$ cat src/logic/streamer_pkg.sv
package streamer_pkg;

  // Datapath and address widths
  localparam int unsigned DATA_W = 32;
  localparam int unsigned ADDR_W = 32;
  localparam int unsigned LEN_W  = 16;

  typedef logic [DATA_W-1:0] data_t;
  typedef logic [ADDR_W-1:0] addr_t;
  typedef logic [LEN_W-1:0]  len_t;

  localparam int unsigned NUM_LOADS = 3;
  // Three loads plus the store
  localparam int unsigned NUM_PORTS = 4;

  // Mux input of each channel
  typedef enum logic [1:0] {
    X_ID = 2'd0,
    W_ID = 2'd1,
    Y_ID = 2'd2,
    Z_ID = 2'd3
  } chan_id_e;

  // Strided job of one channel, stride in bytes
  typedef struct packed {
    logic  start;
    addr_t base;
    addr_t stride;
    len_t  len;
  } chan_ctrl_t;

  typedef struct packed {
    chan_ctrl_t x;
    chan_ctrl_t w;
    chan_ctrl_t y;
    chan_ctrl_t z;
  } streamer_ctrl_t;

  typedef struct packed {
    logic busy;
    logic done;
  } chan_flags_t;

  typedef struct packed {
    chan_flags_t x;
    chan_flags_t w;
    chan_flags_t y;
    chan_flags_t z;
  } streamer_flags_t;

  // Memory port, wen high for a write
  typedef struct packed {
    logic  req;
    logic  wen;
    addr_t addr;
    data_t wdata;
  } mem_req_t;

  typedef struct packed {
    logic  gnt;
    logic  r_valid;
    data_t r_data;
  } mem_rsp_t;

  // Forward half of a stream, ready travels on its own
  typedef struct packed {
    logic  valid;
    data_t data;
  } stream_t;

  typedef enum logic {
    SRC_IDLE,
    SRC_RUN
  } src_state_e;

  typedef enum logic {
    SNK_IDLE,
    SNK_RUN
  } snk_state_e;

endpackage

$ cat src/logic/sync_fifo.sv
module sync_fifo #(
  parameter int unsigned DEPTH = 4,
  parameter int unsigned WIDTH = 32
) (
  input  logic                       clk_i,
  input  logic                       rst_i,
  input  logic                       push_i,
  input  logic [WIDTH-1:0]           data_i,
  input  logic                       pop_i,
  output logic [WIDTH-1:0]           data_o,
  output logic                       empty_o,
  output logic                       full_o,
  output logic [$clog2(DEPTH+1)-1:0] count_o
);

  localparam int unsigned PTR_W = (DEPTH > 1) ? $clog2(DEPTH) : 1;
  localparam int unsigned CNT_W = $clog2(DEPTH + 1);

  logic [WIDTH-1:0] mem_q [DEPTH];
  logic [PTR_W-1:0] wr_ptr_q;
  logic [PTR_W-1:0] rd_ptr_q;
  logic [CNT_W-1:0] count_q;
  logic             do_push;
  logic             do_pop;

  assign do_push = push_i && !full_o;
  assign do_pop  = pop_i && !empty_o;

  always_ff @(posedge clk_i) begin
    if (do_push) begin
      mem_q[wr_ptr_q] <= data_i;
    end
  end

  // Pointers wrap at DEPTH, which need not be a power of two
  always_ff @(posedge clk_i) begin
    if (rst_i) begin
      wr_ptr_q <= '0;
      rd_ptr_q <= '0;
      count_q  <= '0;
    end else begin
      if (do_push) begin
        wr_ptr_q <= (32'(wr_ptr_q) == DEPTH - 1) ? '0 : wr_ptr_q + 1'b1;
      end
      if (do_pop) begin
        rd_ptr_q <= (32'(rd_ptr_q) == DEPTH - 1) ? '0 : rd_ptr_q + 1'b1;
      end
      if (do_push && !do_pop) begin
        count_q <= count_q + 1'b1;
      end else if (!do_push && do_pop) begin
        count_q <= count_q - 1'b1;
      end
    end
  end

  assign data_o  = mem_q[rd_ptr_q];
  assign empty_o = (count_q == '0);
  assign full_o  = (32'(count_q) == DEPTH);
  assign count_o = count_q;

endmodule

$ cat src/logic/addr_gen.sv
module addr_gen (
  input  logic                clk_i,
  input  logic                rst_i,
  input  logic                start_i,
  input  streamer_pkg::addr_t base_i,
  input  streamer_pkg::addr_t stride_i,
  input  streamer_pkg::len_t  len_i,
  input  logic                step_i,
  output streamer_pkg::addr_t addr_o,
  output logic                last_o
);

  streamer_pkg::addr_t addr_q;
  streamer_pkg::addr_t stride_q;
  streamer_pkg::len_t  remaining_q;

  // Stride is held so the control bus may change mid-job
  always_ff @(posedge clk_i) begin
    if (start_i) begin
      addr_q   <= base_i;
      stride_q <= stride_i;
    end else if (step_i && (remaining_q != '0)) begin
      addr_q <= addr_q + stride_q;
    end
  end

  always_ff @(posedge clk_i) begin
    if (rst_i) begin
      remaining_q <= '0;
    end else if (start_i) begin
      remaining_q <= len_i;
    end else if (step_i && (remaining_q != '0)) begin
      remaining_q <= remaining_q - 1'b1;
    end
  end

  assign addr_o = addr_q;
  // Current item is the final one of the job
  assign last_o = (remaining_q == streamer_pkg::len_t'(1));

endmodule

$ cat src/logic/stream_source.sv
module stream_source #(
  parameter int unsigned DEPTH = 4
) (
  input  logic                      clk_i,
  input  logic                      rst_i,
  input  streamer_pkg::chan_ctrl_t  ctrl_i,
  output streamer_pkg::chan_flags_t flags_o,
  output streamer_pkg::mem_req_t    mem_req_o,
  input  logic                      gnt_i,
  input  logic                      rvalid_i,
  input  streamer_pkg::data_t       rdata_i,
  output streamer_pkg::stream_t     stream_o,
  input  logic                      ready_i
);

  localparam int unsigned CNT_W = $clog2(DEPTH + 1);

  streamer_pkg::src_state_e state_q;
  streamer_pkg::addr_t      addr;
  streamer_pkg::len_t       beats_left_q;
  logic [CNT_W-1:0]         fifo_count;
  logic [CNT_W-1:0]         inflight_q;
  logic                     start;
  logic                     last_addr;
  logic                     issue_done_q;
  logic                     granted;
  logic                     pop;
  logic                     fifo_empty;
  logic                     done_q;

  // A start while running is dropped
  assign start = ctrl_i.start && (state_q == streamer_pkg::SRC_IDLE);

  addr_gen i_addr_gen (
    .clk_i    ( clk_i         ),
    .rst_i    ( rst_i         ),
    .start_i  ( start         ),
    .base_i   ( ctrl_i.base   ),
    .stride_i ( ctrl_i.stride ),
    .len_i    ( ctrl_i.len    ),
    .step_i   ( granted       ),
    .addr_o   ( addr          ),
    .last_o   ( last_addr     )
  );

  // Credits cover buffered beats and reads still in flight
  assign mem_req_o.req   = (state_q == streamer_pkg::SRC_RUN) && !issue_done_q &&
                           ((32'(fifo_count) + 32'(inflight_q)) < DEPTH);
  assign mem_req_o.wen   = 1'b0;
  assign mem_req_o.addr  = addr;
  assign mem_req_o.wdata = '0;

  assign granted = mem_req_o.req && gnt_i;

  sync_fifo #(
    .DEPTH ( DEPTH                ),
    .WIDTH ( streamer_pkg::DATA_W )
  ) i_load_fifo (
    .clk_i   ( clk_i         ),
    .rst_i   ( rst_i         ),
    .push_i  ( rvalid_i      ),
    .data_i  ( rdata_i       ),
    .pop_i   ( pop           ),
    .data_o  ( stream_o.data ),
    .empty_o ( fifo_empty    ),
    .full_o  (               ),
    .count_o ( fifo_count    )
  );

  assign stream_o.valid = !fifo_empty;
  assign pop            = stream_o.valid && ready_i;

  always_ff @(posedge clk_i) begin
    if (rst_i) begin
      state_q      <= streamer_pkg::SRC_IDLE;
      issue_done_q <= 1'b0;
      beats_left_q <= '0;
      inflight_q   <= '0;
      done_q       <= 1'b0;
    end else begin
      done_q <= 1'b0;
      if (granted && !rvalid_i) begin
        inflight_q <= inflight_q + 1'b1;
      end else if (!granted && rvalid_i) begin
        inflight_q <= inflight_q - 1'b1;
      end
      case (state_q)
        streamer_pkg::SRC_IDLE: begin
          if (start) begin
            state_q      <= streamer_pkg::SRC_RUN;
            issue_done_q <= 1'b0;
            beats_left_q <= ctrl_i.len;
          end
        end
        streamer_pkg::SRC_RUN: begin
          if (granted && last_addr) begin
            issue_done_q <= 1'b1;
          end
          // Job ends on the last beat leaving the stream
          if (pop) begin
            beats_left_q <= beats_left_q - 1'b1;
            if (beats_left_q == streamer_pkg::len_t'(1)) begin
              done_q  <= 1'b1;
              state_q <= streamer_pkg::SRC_IDLE;
            end
          end
        end
        default: state_q <= streamer_pkg::SRC_IDLE;
      endcase
    end
  end

  assign flags_o.busy = (state_q == streamer_pkg::SRC_RUN);
  assign flags_o.done = done_q;

endmodule

$ cat src/logic/stream_sink.sv
module stream_sink #(
  parameter int unsigned DEPTH = 2
) (
  input  logic                      clk_i,
  input  logic                      rst_i,
  input  streamer_pkg::chan_ctrl_t  ctrl_i,
  output streamer_pkg::chan_flags_t flags_o,
  input  streamer_pkg::stream_t     stream_i,
  output logic                      ready_o,
  output streamer_pkg::mem_req_t    mem_req_o,
  input  logic                      gnt_i
);

  localparam int unsigned ENTRY_W = streamer_pkg::ADDR_W + streamer_pkg::DATA_W;

  streamer_pkg::snk_state_e state_q;
  streamer_pkg::addr_t      addr;
  streamer_pkg::len_t       writes_left_q;
  logic [ENTRY_W-1:0]       head;
  logic                     start;
  logic                     last_addr;
  logic                     accept;
  logic                     accept_done_q;
  logic                     granted;
  logic                     fifo_empty;
  logic                     fifo_full;
  logic                     done_q;

  assign start   = ctrl_i.start && (state_q == streamer_pkg::SNK_IDLE);
  assign ready_o = (state_q == streamer_pkg::SNK_RUN) && !accept_done_q && !fifo_full;
  assign accept  = stream_i.valid && ready_o;

  // Address advances per accepted beat, not per write
  addr_gen i_addr_gen (
    .clk_i    ( clk_i         ),
    .rst_i    ( rst_i         ),
    .start_i  ( start         ),
    .base_i   ( ctrl_i.base   ),
    .stride_i ( ctrl_i.stride ),
    .len_i    ( ctrl_i.len    ),
    .step_i   ( accept        ),
    .addr_o   ( addr          ),
    .last_o   ( last_addr     )
  );

  sync_fifo #(
    .DEPTH ( DEPTH   ),
    .WIDTH ( ENTRY_W )
  ) i_store_fifo (
    .clk_i   ( clk_i                  ),
    .rst_i   ( rst_i                  ),
    .push_i  ( accept                 ),
    .data_i  ( {addr, stream_i.data}  ),
    .pop_i   ( granted                ),
    .data_o  ( head                   ),
    .empty_o ( fifo_empty             ),
    .full_o  ( fifo_full              ),
    .count_o (                        )
  );

  // FIFO head is the pending write
  assign mem_req_o.req   = !fifo_empty;
  assign mem_req_o.wen   = 1'b1;
  assign mem_req_o.addr  = head[ENTRY_W-1:streamer_pkg::DATA_W];
  assign mem_req_o.wdata = head[streamer_pkg::DATA_W-1:0];

  assign granted = mem_req_o.req && gnt_i;

  always_ff @(posedge clk_i) begin
    if (rst_i) begin
      state_q       <= streamer_pkg::SNK_IDLE;
      accept_done_q <= 1'b0;
      writes_left_q <= '0;
      done_q        <= 1'b0;
    end else begin
      done_q <= 1'b0;
      case (state_q)
        streamer_pkg::SNK_IDLE: begin
          if (start) begin
            state_q       <= streamer_pkg::SNK_RUN;
            accept_done_q <= 1'b0;
            writes_left_q <= ctrl_i.len;
          end
        end
        streamer_pkg::SNK_RUN: begin
          if (accept && last_addr) begin
            accept_done_q <= 1'b1;
          end
          // Completion follows the grant of the final write
          if (granted) begin
            writes_left_q <= writes_left_q - 1'b1;
            if (writes_left_q == streamer_pkg::len_t'(1)) begin
              done_q  <= 1'b1;
              state_q <= streamer_pkg::SNK_IDLE;
            end
          end
        end
        default: state_q <= streamer_pkg::SNK_IDLE;
      endcase
    end
  end

  assign flags_o.busy = (state_q == streamer_pkg::SNK_RUN);
  assign flags_o.done = done_q;

endmodule

$ cat src/logic/mem_port_mux.sv
module mem_port_mux (
  input  logic                                          clk_i,
  input  logic                                          rst_i,
  input  streamer_pkg::mem_req_t [streamer_pkg::NUM_PORTS-1:0] chan_req_i,
  output logic [streamer_pkg::NUM_PORTS-1:0]            chan_gnt_o,
  output logic [streamer_pkg::NUM_LOADS-1:0]            load_rvalid_o,
  output streamer_pkg::data_t                           rdata_o,
  output streamer_pkg::mem_req_t                        mem_req_o,
  input  streamer_pkg::mem_rsp_t                        mem_rsp_i
);

  localparam int unsigned PORT_W = $clog2(streamer_pkg::NUM_PORTS);

  logic [PORT_W-1:0]      rr_q;
  logic [PORT_W-1:0]      winner;
  logic                   found;
  logic                   granted;
  streamer_pkg::chan_id_e rd_id_q;

  // First requester at or after the round-robin pointer
  always_comb begin
    logic [PORT_W-1:0] cand;
    found  = 1'b0;
    winner = rr_q;
    cand   = rr_q;
    for (int k = 0; k < streamer_pkg::NUM_PORTS; k++) begin
      cand = PORT_W'((int'(rr_q) + k) % streamer_pkg::NUM_PORTS);
      if (!found && chan_req_i[cand].req) begin
        found  = 1'b1;
        winner = cand;
      end
    end
  end

  always_comb begin
    mem_req_o = '0;
    if (found) begin
      mem_req_o = chan_req_i[winner];
    end
  end

  // Grant goes back only to the winner
  always_comb begin
    chan_gnt_o = '0;
    chan_gnt_o[winner] = found & mem_rsp_i.gnt;
  end

  assign granted = found & mem_rsp_i.gnt;

  always_ff @(posedge clk_i) begin
    if (rst_i) begin
      rr_q    <= '0;
      rd_id_q <= streamer_pkg::X_ID;
    end else if (granted) begin
      rr_q <= PORT_W'((int'(winner) + 1) % streamer_pkg::NUM_PORTS);
      // Remember who owns the response of the next cycle
      if (!chan_req_i[winner].wen) begin
        rd_id_q <= streamer_pkg::chan_id_e'(winner);
      end
    end
  end

  always_comb begin
    for (int i = 0; i < streamer_pkg::NUM_LOADS; i++) begin
      load_rvalid_o[i] = mem_rsp_i.r_valid && (int'(rd_id_q) == i);
    end
  end

  // Data is shared, r_valid picks the owner
  assign rdata_o = mem_rsp_i.r_data;

endmodule

$ cat src/logic/streamer_top.sv
module streamer_top #(
  parameter int unsigned LOAD_FIFO_DEPTH  = 4,
  parameter int unsigned STORE_FIFO_DEPTH = 2
) (
  input  logic                          clk_i,
  input  logic                          rst_i,
  input  streamer_pkg::streamer_ctrl_t  ctrl_i,
  output streamer_pkg::streamer_flags_t flags_o,
  output streamer_pkg::stream_t         x_stream_o,
  output streamer_pkg::stream_t         w_stream_o,
  output streamer_pkg::stream_t         y_stream_o,
  input  logic                          x_ready_i,
  input  logic                          w_ready_i,
  input  logic                          y_ready_i,
  input  streamer_pkg::stream_t         z_stream_i,
  output logic                          z_ready_o,
  output streamer_pkg::mem_req_t        mem_req_o,
  input  streamer_pkg::mem_rsp_t        mem_rsp_i
);

  // Channel side of the memory mux, indexed by chan_id_e
  streamer_pkg::mem_req_t [streamer_pkg::NUM_PORTS-1:0] chan_req;
  logic [streamer_pkg::NUM_PORTS-1:0]                    chan_gnt;
  logic [streamer_pkg::NUM_LOADS-1:0]                    load_rvalid;
  streamer_pkg::data_t                                   rdata;

  stream_source #(
    .DEPTH ( LOAD_FIFO_DEPTH )
  ) i_x_source (
    .clk_i     ( clk_i                           ),
    .rst_i     ( rst_i                           ),
    .ctrl_i    ( ctrl_i.x                        ),
    .flags_o   ( flags_o.x                       ),
    .mem_req_o ( chan_req[streamer_pkg::X_ID]    ),
    .gnt_i     ( chan_gnt[streamer_pkg::X_ID]    ),
    .rvalid_i  ( load_rvalid[streamer_pkg::X_ID] ),
    .rdata_i   ( rdata                           ),
    .stream_o  ( x_stream_o                      ),
    .ready_i   ( x_ready_i                       )
  );

  stream_source #(
    .DEPTH ( LOAD_FIFO_DEPTH )
  ) i_w_source (
    .clk_i     ( clk_i                           ),
    .rst_i     ( rst_i                           ),
    .ctrl_i    ( ctrl_i.w                        ),
    .flags_o   ( flags_o.w                       ),
    .mem_req_o ( chan_req[streamer_pkg::W_ID]    ),
    .gnt_i     ( chan_gnt[streamer_pkg::W_ID]    ),
    .rvalid_i  ( load_rvalid[streamer_pkg::W_ID] ),
    .rdata_i   ( rdata                           ),
    .stream_o  ( w_stream_o                      ),
    .ready_i   ( w_ready_i                       )
  );

  stream_source #(
    .DEPTH ( LOAD_FIFO_DEPTH )
  ) i_y_source (
    .clk_i     ( clk_i                           ),
    .rst_i     ( rst_i                           ),
    .ctrl_i    ( ctrl_i.y                        ),
    .flags_o   ( flags_o.y                       ),
    .mem_req_o ( chan_req[streamer_pkg::Y_ID]    ),
    .gnt_i     ( chan_gnt[streamer_pkg::Y_ID]    ),
    .rvalid_i  ( load_rvalid[streamer_pkg::Y_ID] ),
    .rdata_i   ( rdata                           ),
    .stream_o  ( y_stream_o                      ),
    .ready_i   ( y_ready_i                       )
  );

  // Store channel takes the last mux input
  stream_sink #(
    .DEPTH ( STORE_FIFO_DEPTH )
  ) i_z_sink (
    .clk_i     ( clk_i                        ),
    .rst_i     ( rst_i                        ),
    .ctrl_i    ( ctrl_i.z                     ),
    .flags_o   ( flags_o.z                    ),
    .stream_i  ( z_stream_i                   ),
    .ready_o   ( z_ready_o                    ),
    .mem_req_o ( chan_req[streamer_pkg::Z_ID] ),
    .gnt_i     ( chan_gnt[streamer_pkg::Z_ID] )
  );

  mem_port_mux i_mem_port_mux (
    .clk_i         ( clk_i       ),
    .rst_i         ( rst_i       ),
    .chan_req_i    ( chan_req    ),
    .chan_gnt_o    ( chan_gnt    ),
    .load_rvalid_o ( load_rvalid ),
    .rdata_o       ( rdata       ),
    .mem_req_o     ( mem_req_o   ),
    .mem_rsp_i     ( mem_rsp_i   )
  );

endmodule

$ cat config.mk
export PLATFORM = sky130hd
export DESIGN_NAME = streamer_top
export DESIGN_NICKNAME = d
export VERILOG_FILES = /design/src/logic/streamer_pkg.sv /design/src/logic/sync_fifo.sv /design/src/logic/addr_gen.sv /design/src/logic/stream_source.sv /design/src/logic/stream_sink.sv /design/src/logic/mem_port_mux.sv /design/src/logic/streamer_top.sv
export SDC_FILE = /design/constraint.sdc
export NUM_CORES = 2
export LEC_CHECK = 0
export BUFFER_PORTS_ARGS = -buffer_cell sky130_fd_sc_hd__buf_2
export CORE_MARGIN = 2
export CORE_UTILIZATION = 41
export CTS_CLUSTER_SIZE = 16
export DETAILED_ROUTE_END_ITERATION = 16
export PLACE_DENSITY_LB_ADDON = 0.15
export SLEW_MARGIN = 15
export SYNTH_ARGS = -nofsm -noshare
export SYNTH_HDL_FRONTEND = slang
export SYNTH_SLANG_ARGS = --single-unit
$ cat constraint.sdc
create_clock -name clk_i -period 4.1 [get_ports clk_i]
set_clock_uncertainty 0.2 [all_clocks]
set_input_delay 0.41 -clock clk_i [delete_from_list [all_inputs] [get_ports clk_i]]
set_output_delay 0.41 -clock clk_i [all_outputs]
set_load 0.01 [all_outputs]
* Word level (Yosys, flattened, before mapping)
Memory sizes are Yosys's and may differ from the RTL's. A register that Yosys moved wholly into a read port is not among the register bits. Index checks and enable logic that the tools add are counted.
Cells by class: bitwise operators 11, eq/ne operators 32, magnitude comparators 9, muxes and demuxes 118, add/sub/neg operators 41, reductions and logical operators 119
Operators by type and width (number):
- binary-select mux 66 bit (select 2 bit) | 5
- two-way mux 66 bit | 6
- two-way mux 16 bit | 16
- two-way mux 32 bit | 8
- adder 32 bit | 4
- == test 16 x 1 -> 1 bit, second input constant | 8
- one-hot mux 16 bit (2 select lines) | 4
- subtractor 16 x 1 -> 16 bit, second input constant | 8
- < comparator 32 x 3 -> 1 bit, second input constant | 3
- nonzero test 16 bit | 4
- logical AND 1 bit | 57
- two-way mux 1 bit | 41
- two-way mux 3 bit | 12
- two-way mux 2 bit | 17
- zero test 1 bit | 29
- inequality test 2 bit, second input constant | 12
- nonzero test 2 bit | 11
- adder 2 x 1 -> 2 bit, second input constant | 9
- adder 3 x 1 -> 3 bit, second input constant | 6
- == test 2 bit, second input constant | 9
- AND reduction 2 bit | 9
- subtractor 3 x 1 -> 3 bit, second input constant | 6
- one-hot mux 1 bit (2 select lines) | 8
- < comparator 2 x 3 -> 1 bit, second input constant | 5
- 13 further kinds | 33
Storage, ports and cells: RAM bits 512, register bits after elaboration 434, output and inout bits 174, input bits 396, memories kept 4, logic and storage cells 379
Memories:
- i_w_source.i_load_fifo.mem_q | depth 4, bits a word 32, read ports 1, clocked after Yosys merged registers in 1, write ports 1, line sync_fifo.sv:19 | logic [WIDTH-1:0] mem_q [DEPTH];
- i_x_source.i_load_fifo.mem_q | depth 4, bits a word 32, read ports 1, clocked after Yosys merged registers in 1, write ports 1, line sync_fifo.sv:19
- i_y_source.i_load_fifo.mem_q | depth 4, bits a word 32, read ports 1, clocked after Yosys merged registers in 1, write ports 1, line sync_fifo.sv:19
- i_z_sink.i_store_fifo.mem_q | depth 2, bits a word 64, read ports 1, clocked after Yosys merged registers in 1, write ports 1, line sync_fifo.sv:19

* Longest topological paths before layout
word-level depth 25, gate-level depth with buffers 12

* Modules after synthesis
A second synthesis with hierarchy kept.
Unflattened totals: cells, all modules 4029, area total of the unflattened synthesis 49281.0 µm²
Modules (own cells, without submodules):
- sync_fifo (i_w_source.i_load_fifo ...) | cells each 217, seq. area each 4023.9 µm², instances 3, area each 5098.6 µm²
- addr_gen (i_x_source.i_addr_gen ...) | cells each 505, seq. area each 2242.2 µm², instances 3, area each 4959.8 µm²
- addr_gen (i_w_source.i_addr_gen) | cells each 508, seq. area each 2242.2 µm², instances 1, area each 4999.8 µm²
- sync_fifo (i_z_sink.i_store_fifo) | cells each 224, seq. area each 3943.8 µm², instances 1, area each 4832.1 µm²
- mem_port_mux | cells each 385, seq. area each 80.1 µm², instances 1, area each 2962.8 µm²
- stream_source (i_y_source) | cells each 200, seq. area each 440.4 µm², instances 1, area each 1701.6 µm²
- stream_source (i_w_source) | cells each 199, seq. area each 440.4 µm², instances 1, area each 1674.1 µm²
- stream_source (i_x_source) | cells each 196, seq. area each 440.4 µm², instances 1, area each 1667.8 µm²
- stream_sink | cells each 151, seq. area each 380.4 µm², instances 1, area each 1267.5 µm²

* Least setup slack after synthesis
Ideal clock, no wire load.
path kind register to register, start point register i_z_sink.i_store_fifo.count_q[0] (netlist: i_z_sink.i_store_fifo.count_o[0]), end point memory i_z_sink.i_store_fifo.mem_q[0][0] (netlist name), enable pin, library setup time 0.487 ns, stages on the path, launching flop included 5, clock period less this slack 4.417 ns, arrival 3.730 ns, setup slack -0.317 ns, path buffers 0, cells stage by stage dfxtp_1 -> nor2b_1 -> nor3b_1 -> nand2_1 -> nor2_1
On the way: cells in the longest elaborated chain, start to end 7
RTL lines:
- start, declared | line sync_fifo.sv:22 | logic [CNT_W-1:0] count_q;
- start signal, assigned | line sync_fifo.sv:49 | count_q <= count_q + 1'b1;
- start signal, assigned | line sync_fifo.sv:51 | count_q <= count_q - 1'b1;
- == test 2 bit | line sync_fifo.sv:58 | assign full_o = (32'(count_q) == DEPTH);
- zero test 1 bit | line stream_sink.sv:30 | assign ready_o = (state_q == streamer_pkg::SNK_RUN) && !accept_done_q && !fifo_full;
- logical AND 1 bit | line stream_sink.sv:30
- via z_ready_o | line streamer_top.sv:16 | output logic z_ready_o,
- logical AND 1 bit | line stream_sink.sv:31 | assign accept = stream_i.valid && ready_o;
- logical AND 1 bit | line sync_fifo.sv:26 | assign do_push = push_i && !full_o;
- two-way mux 1 bit | line sync_fifo.sv:30 | if (do_push) begin
- two-way mux 1 bit (implied by the code) | line sync_fifo.sv:31 | mem_q[wr_ptr_q] <= data_i;
- end, declared | line sync_fifo.sv:19
The timed path passes the listed nets, and every way through them passes these cells.

==> flow_metrics.py <==
metrics = {
    "detailed_routing": {
        "vias_per_cell": 5.436,
        "drtPass1Iterations": 5,
        "wirelength_um": 140600,
        "ant_nets": 0,
        "drc": 0,
        "vias": 33620,
        "wire_per_inst_um": 22.73,
        "first_iter_violations": 2309,
    },
    "cts": {
        "cts.sinks": 953,
        "clockBufferDepth": 3,
        "clk_pin_slew_ns": 0.06,
        "cts-buffers-inserted": 104,
        "cts_root_buffer": "clkbuf_16",
        "cts_tree": "done",
        "htree_num_levels": 3,
        "clk_latency_ns": 0.71,
    },
    "sta": {
        "worst_pin_slew_ns": 1.098,
        "maxSlewViolCount": 0,
        "rsz0062_at_grt": "true",
        "fin_crit_sh_pct": 98.89,
        "setup_ws_ns": 0.04552,
        "maxSlewHeadroom_pct": 26.83,
        "finalHoldViolations": 0,
        "setup_viol_count_final": 0,
        "min_period_ns": 4.054,
        "tns_ns": 0,
        "timing.fmax_ghz": 0.2466,
    },
    "placed_design": {
        "hpwl_um": 95460,
        "port_buffers": 569,
        "dp_slack_ns": 0.2020,
        "gp_congestion": 0.9174,
        "dpl-instance-area_mm2": 0.04966,
        "placed_cells": 5543,
    },
    "worst_setup_path": {
        "crit_top_cell": "buf_12",
        "crit_slowest_cell": "or4b_4",
        "crit_path_cell_trace": "ha_4 > or4b_4 > nor4_4 > buf_4 > o22ai_2 > a32oi_4 > buf_6 > buf_12 > buf_12 > o21ai_1 > nor2_2 > buf_2",
        "crit_type": "flip-flop to primary output",
        "slowest_delay_ns": 0.52,
        "crit_path_max_fanout": 5,
        "cp-start-kind": "flip-flop",
        "cp.required_ns": 3.49,
        "end_kind": "primary output",
        "cp.arrival_ns": 3.44,
    },
    "floorplanning": {
        "core-area_mm2": 0.1089,
        "die-area_mm2": 0.1124,
        "rows": 121,
        "start_util_pct": 41.35,
        "io_pins": 570,
        "die_h_um": 335.3,
        "die_w_um": 335.3,
    },
    "logic_synthesis": {
        "synth_edf_count": 768,
        "synth.area.top_cells": "edfxtp_1 (51%), dfxtp_1 (8.2%), mux4_2 (4.8%), ha_1 (4.7%), a21oi_1 (3.2%)",
        "synthesis.area_mm2": 0.04501,
        "synth_top_area_share_pct": 51.24,
        "yosys_warnings": 0,
        "synth.ff_latch_count": 953,
        "synth_ff_type": "edfxtp_1",
        "syn_nets": 4236,
        "synthArstFlopShare_pct": 0,
        "yosysUniqueCellTypes": 90,
        "seq_area_frac_synth_pct": 59.47,
        "synth_most_common_cell": "edfxtp_1",
        "syn_inst": 3662,
        "synth_commonest_cells": "edfxtp_1 (768), nor2_1 (377), a21oi_1 (285), nand2_1 (259), o21ai_0 (212)",
        "synth.avg_cell_area_um2": 12.29,
        "yosys.area.top_type": "edfxtp_1",
    },
    "final_layout": {
        "nets": 5248,
        "area_growth_pct": 29.60,
        "fillerInstances": 9249,
        "drive_above_1_share_pct": 23.22,
        "fin_area_mm2": 0.05833,
        "final_cells": 6185,
    },
    "global_route": {
        "grtUsageTotal_pct": 24.08,
        "grt_overflow": 0,
        "grt_max_degree": 92,
        "grt_pass1_vias": 33220,
        "antenna_found_initial": 13,
        "grt_pass1_wl_um": 204400,
    },
    "power": {
        "power.density_mw_per_mm2": 599.6,
        "p_int_uw": 22770,
        "comb_power_share_pct": 36.2,
        "clkPwrFrac_pct": 27.3,
        "p_sw_uw": 12210,
        "ir_drop_mv": 0.3816,
        "seqPwrFrac_pct": 36.5,
        "switching_share_pct": 34.91,
        "power.leakage_uw": 0.02185,
    },
    "outcome": {
        "status": "completed",
    },
    "flow_run": {
        "cap_viol_max_count": 0,
    },
    "worst_hold_path": {
        "hp-class": "input pin to flip-flop",
    },
}
-- metal layers --
| metal | vias to the layer above | GRT usage [%] | share of wire [%] |
|---|---|---|---|
| met3 | 238 | 3.765 | 5.9 |
| met2 | 1056 | 41.12 | 49 |
| met1 | 16390 | 30.83 | 42 |
| li1 | 15930 | - | - |
| met5 | - | 0 | 0.048 |
| met4 | 12 | 9.016 | 3.6 |
-- path summary, 6_finish.rpt --
kind | startpoint | endpoint | slack, ns | cells after the start
worst max-delay path | i_x_source.inflight_q[2] | mem_req_o[44] | 0.05 | 12
worst min-delay path | ctrl_i[241] | i_w_source.i_addr_gen.addr_o[31] | 0.03 | 3
worst max register to register | i_x_source.inflight_q[2] | i_x_source.inflight_q[2] | 0.24 | 14
worst min register to register | i_w_source.issue_done_q | i_w_source.issue_done_q | 0.25 | 2
-- critical path: cells and delay by family, from the launching register on --
family                     cells  cell delay (ns)
and+or+nand+nor                3             0.97
buffers and inverters          5             0.75
AOI/OAI and AO/OA              3             0.45
DFF                            1             0.33
adders and majority gates      1             0.22
-- placed cells by master, fill, tap and decap left out, types with 16 or more instances in the layout --
| master | instances |
|---|---|
| xnor2_1 | 82 |
| nor2_1 | 355 |
| nand4_1 | 28 |
| nand2_1 | 244 |
| buf_4 | 85 |
| mux2i_1 | 83 |
| o22ai_2 | 25 |
| ha_1 | 166 |
| a21o_1 | 62 |
| and2_1 | 16 |
| xor2_1 | 94 |
| clkbuf_1 | 23 |
| nor4_1 | 33 |
| or4_1 | 17 |
| or3_1 | 28 |
| a21oi_1 | 285 |
| clkbuf_16 | 109 |
| mux4_2 | 96 |
| buf_12 | 17 |
| nand2b_1 | 26 |
| and3_1 | 20 |
| buf_2 | 568 |
| inv_1 | 80 |
| o21ai_2 | 25 |
| clkinv_2 | 21 |
| nand3_1 | 58 |
| dfxtp_1 | 174 |
| o21a_1 | 23 |
| o21bai_1 | 25 |
| nor2b_1 | 30 |
| nor2_2 | 21 |
| edfxtp_1 | 768 |
| a31oi_1 | 20 |
| o21ai_0 | 173 |
| dlygate4sd3_1 | 392 |
| nor3_1 | 56 |
| a211oi_1 | 94 |
-- cell type report --
| cell class | instances | area, µm² | area share, % |
|---|---|---|---|
| Tap cell | 1414 | 1769 | 3.033 |
| Timing Repair Buffer | 1080 | 8138 | 13.95 |
| Antenna cell | 8 | 20.02 | 0.03432 |
| Sequential cell | 953 | 26790 | 45.93 |
| Inverter | 85 | 320.3 | 0.5491 |
| Clock buffer | 140 | 2879 | 4.936 |
| Multi-Input combinational cell | 2450 | 17770 | 30.47 |
| Clock inverter | 55 | 640.6 | 1.098 |
-- through the flow --
| stage | power (µW) | hold WS (ns) | utilization, % |
|---|---|---|---|
| detailed placement | 23370 | 0.2460 | 45.62 |
| global route | 36720 | 0.01818 | 53.58 |
| global placement | 23330 | 0.2419 | 45.62 |
| CTS | 34500 | 0.002729 | 53.11 |
| finish | 34980 | 0.03118 | 53.58 |
| floorplan | 19310 | 0.2321 | - |
-- registers in the layout, indices dropped and copies added (netlist names), 16 cells and up, named ones only --
register                           count
i_w_source.beats_left_q               16
i_w_source.i_addr_gen.addr_o          32
i_w_source.i_addr_gen.remaining_q     16
i_w_source.i_addr_gen.stride_q        32
i_w_source.i_load_fifo.mem_q         128
i_x_source.beats_left_q               16
i_x_source.i_addr_gen.addr_o          32
i_x_source.i_addr_gen.remaining_q     16
i_x_source.i_addr_gen.stride_q        32
i_x_source.i_load_fifo.mem_q         128
i_y_source.beats_left_q               16
i_y_source.i_addr_gen.addr_o          32
i_y_source.i_addr_gen.remaining_q     16
i_y_source.i_addr_gen.stride_q        32
i_y_source.i_load_fifo.mem_q         128
i_z_sink.i_addr_gen.addr_o            32
i_z_sink.i_addr_gen.remaining_q       16
i_z_sink.i_addr_gen.stride_q          32
i_z_sink.i_store_fifo.mem_q          128
i_z_sink.writes_left_q                16
-- repair_timing --
| action | in CTS | in global routing |
|---|---|---|
| resized for setup | 105 | 80 |
| pin swaps | 28 | 28 |
| setup buffers | 17 | 17 |
| endpoints found under the hold margin | 854 | 0 |
| hold buffers | 392 | 0 |
| setup endpoints to repair | 65 | 67 |
| cloned | 8 | 6 |
-- power by group through the flow --
stage | clock network, µW | registers (µW) | logic, µW
floorplan | 0 | 12400 | 6920
global placement | 0 | 12900 | 10400
detailed placement | 0 | 13000 | 10400
CTS | 9770 | 12800 | 11900
global route | 10100 | 12900 | 13700
finish | 9550 | 12800 | 12600
-- cells by family after synthesis --
kind of cell	Yosys count	share of synthesized area, %
AO/OA/AOI/OAI	892	12.24
XOR/XNOR	176	3.425
adder cells (fa/ha/maj)	178	5.115
buffers and inverters	260	2.288
flip-flops	953	59.47
multiplexers	182	6.725
AND/OR/NAND/NOR	1021	10.74
Note: power is estimated with default switching activity, not from simulation.
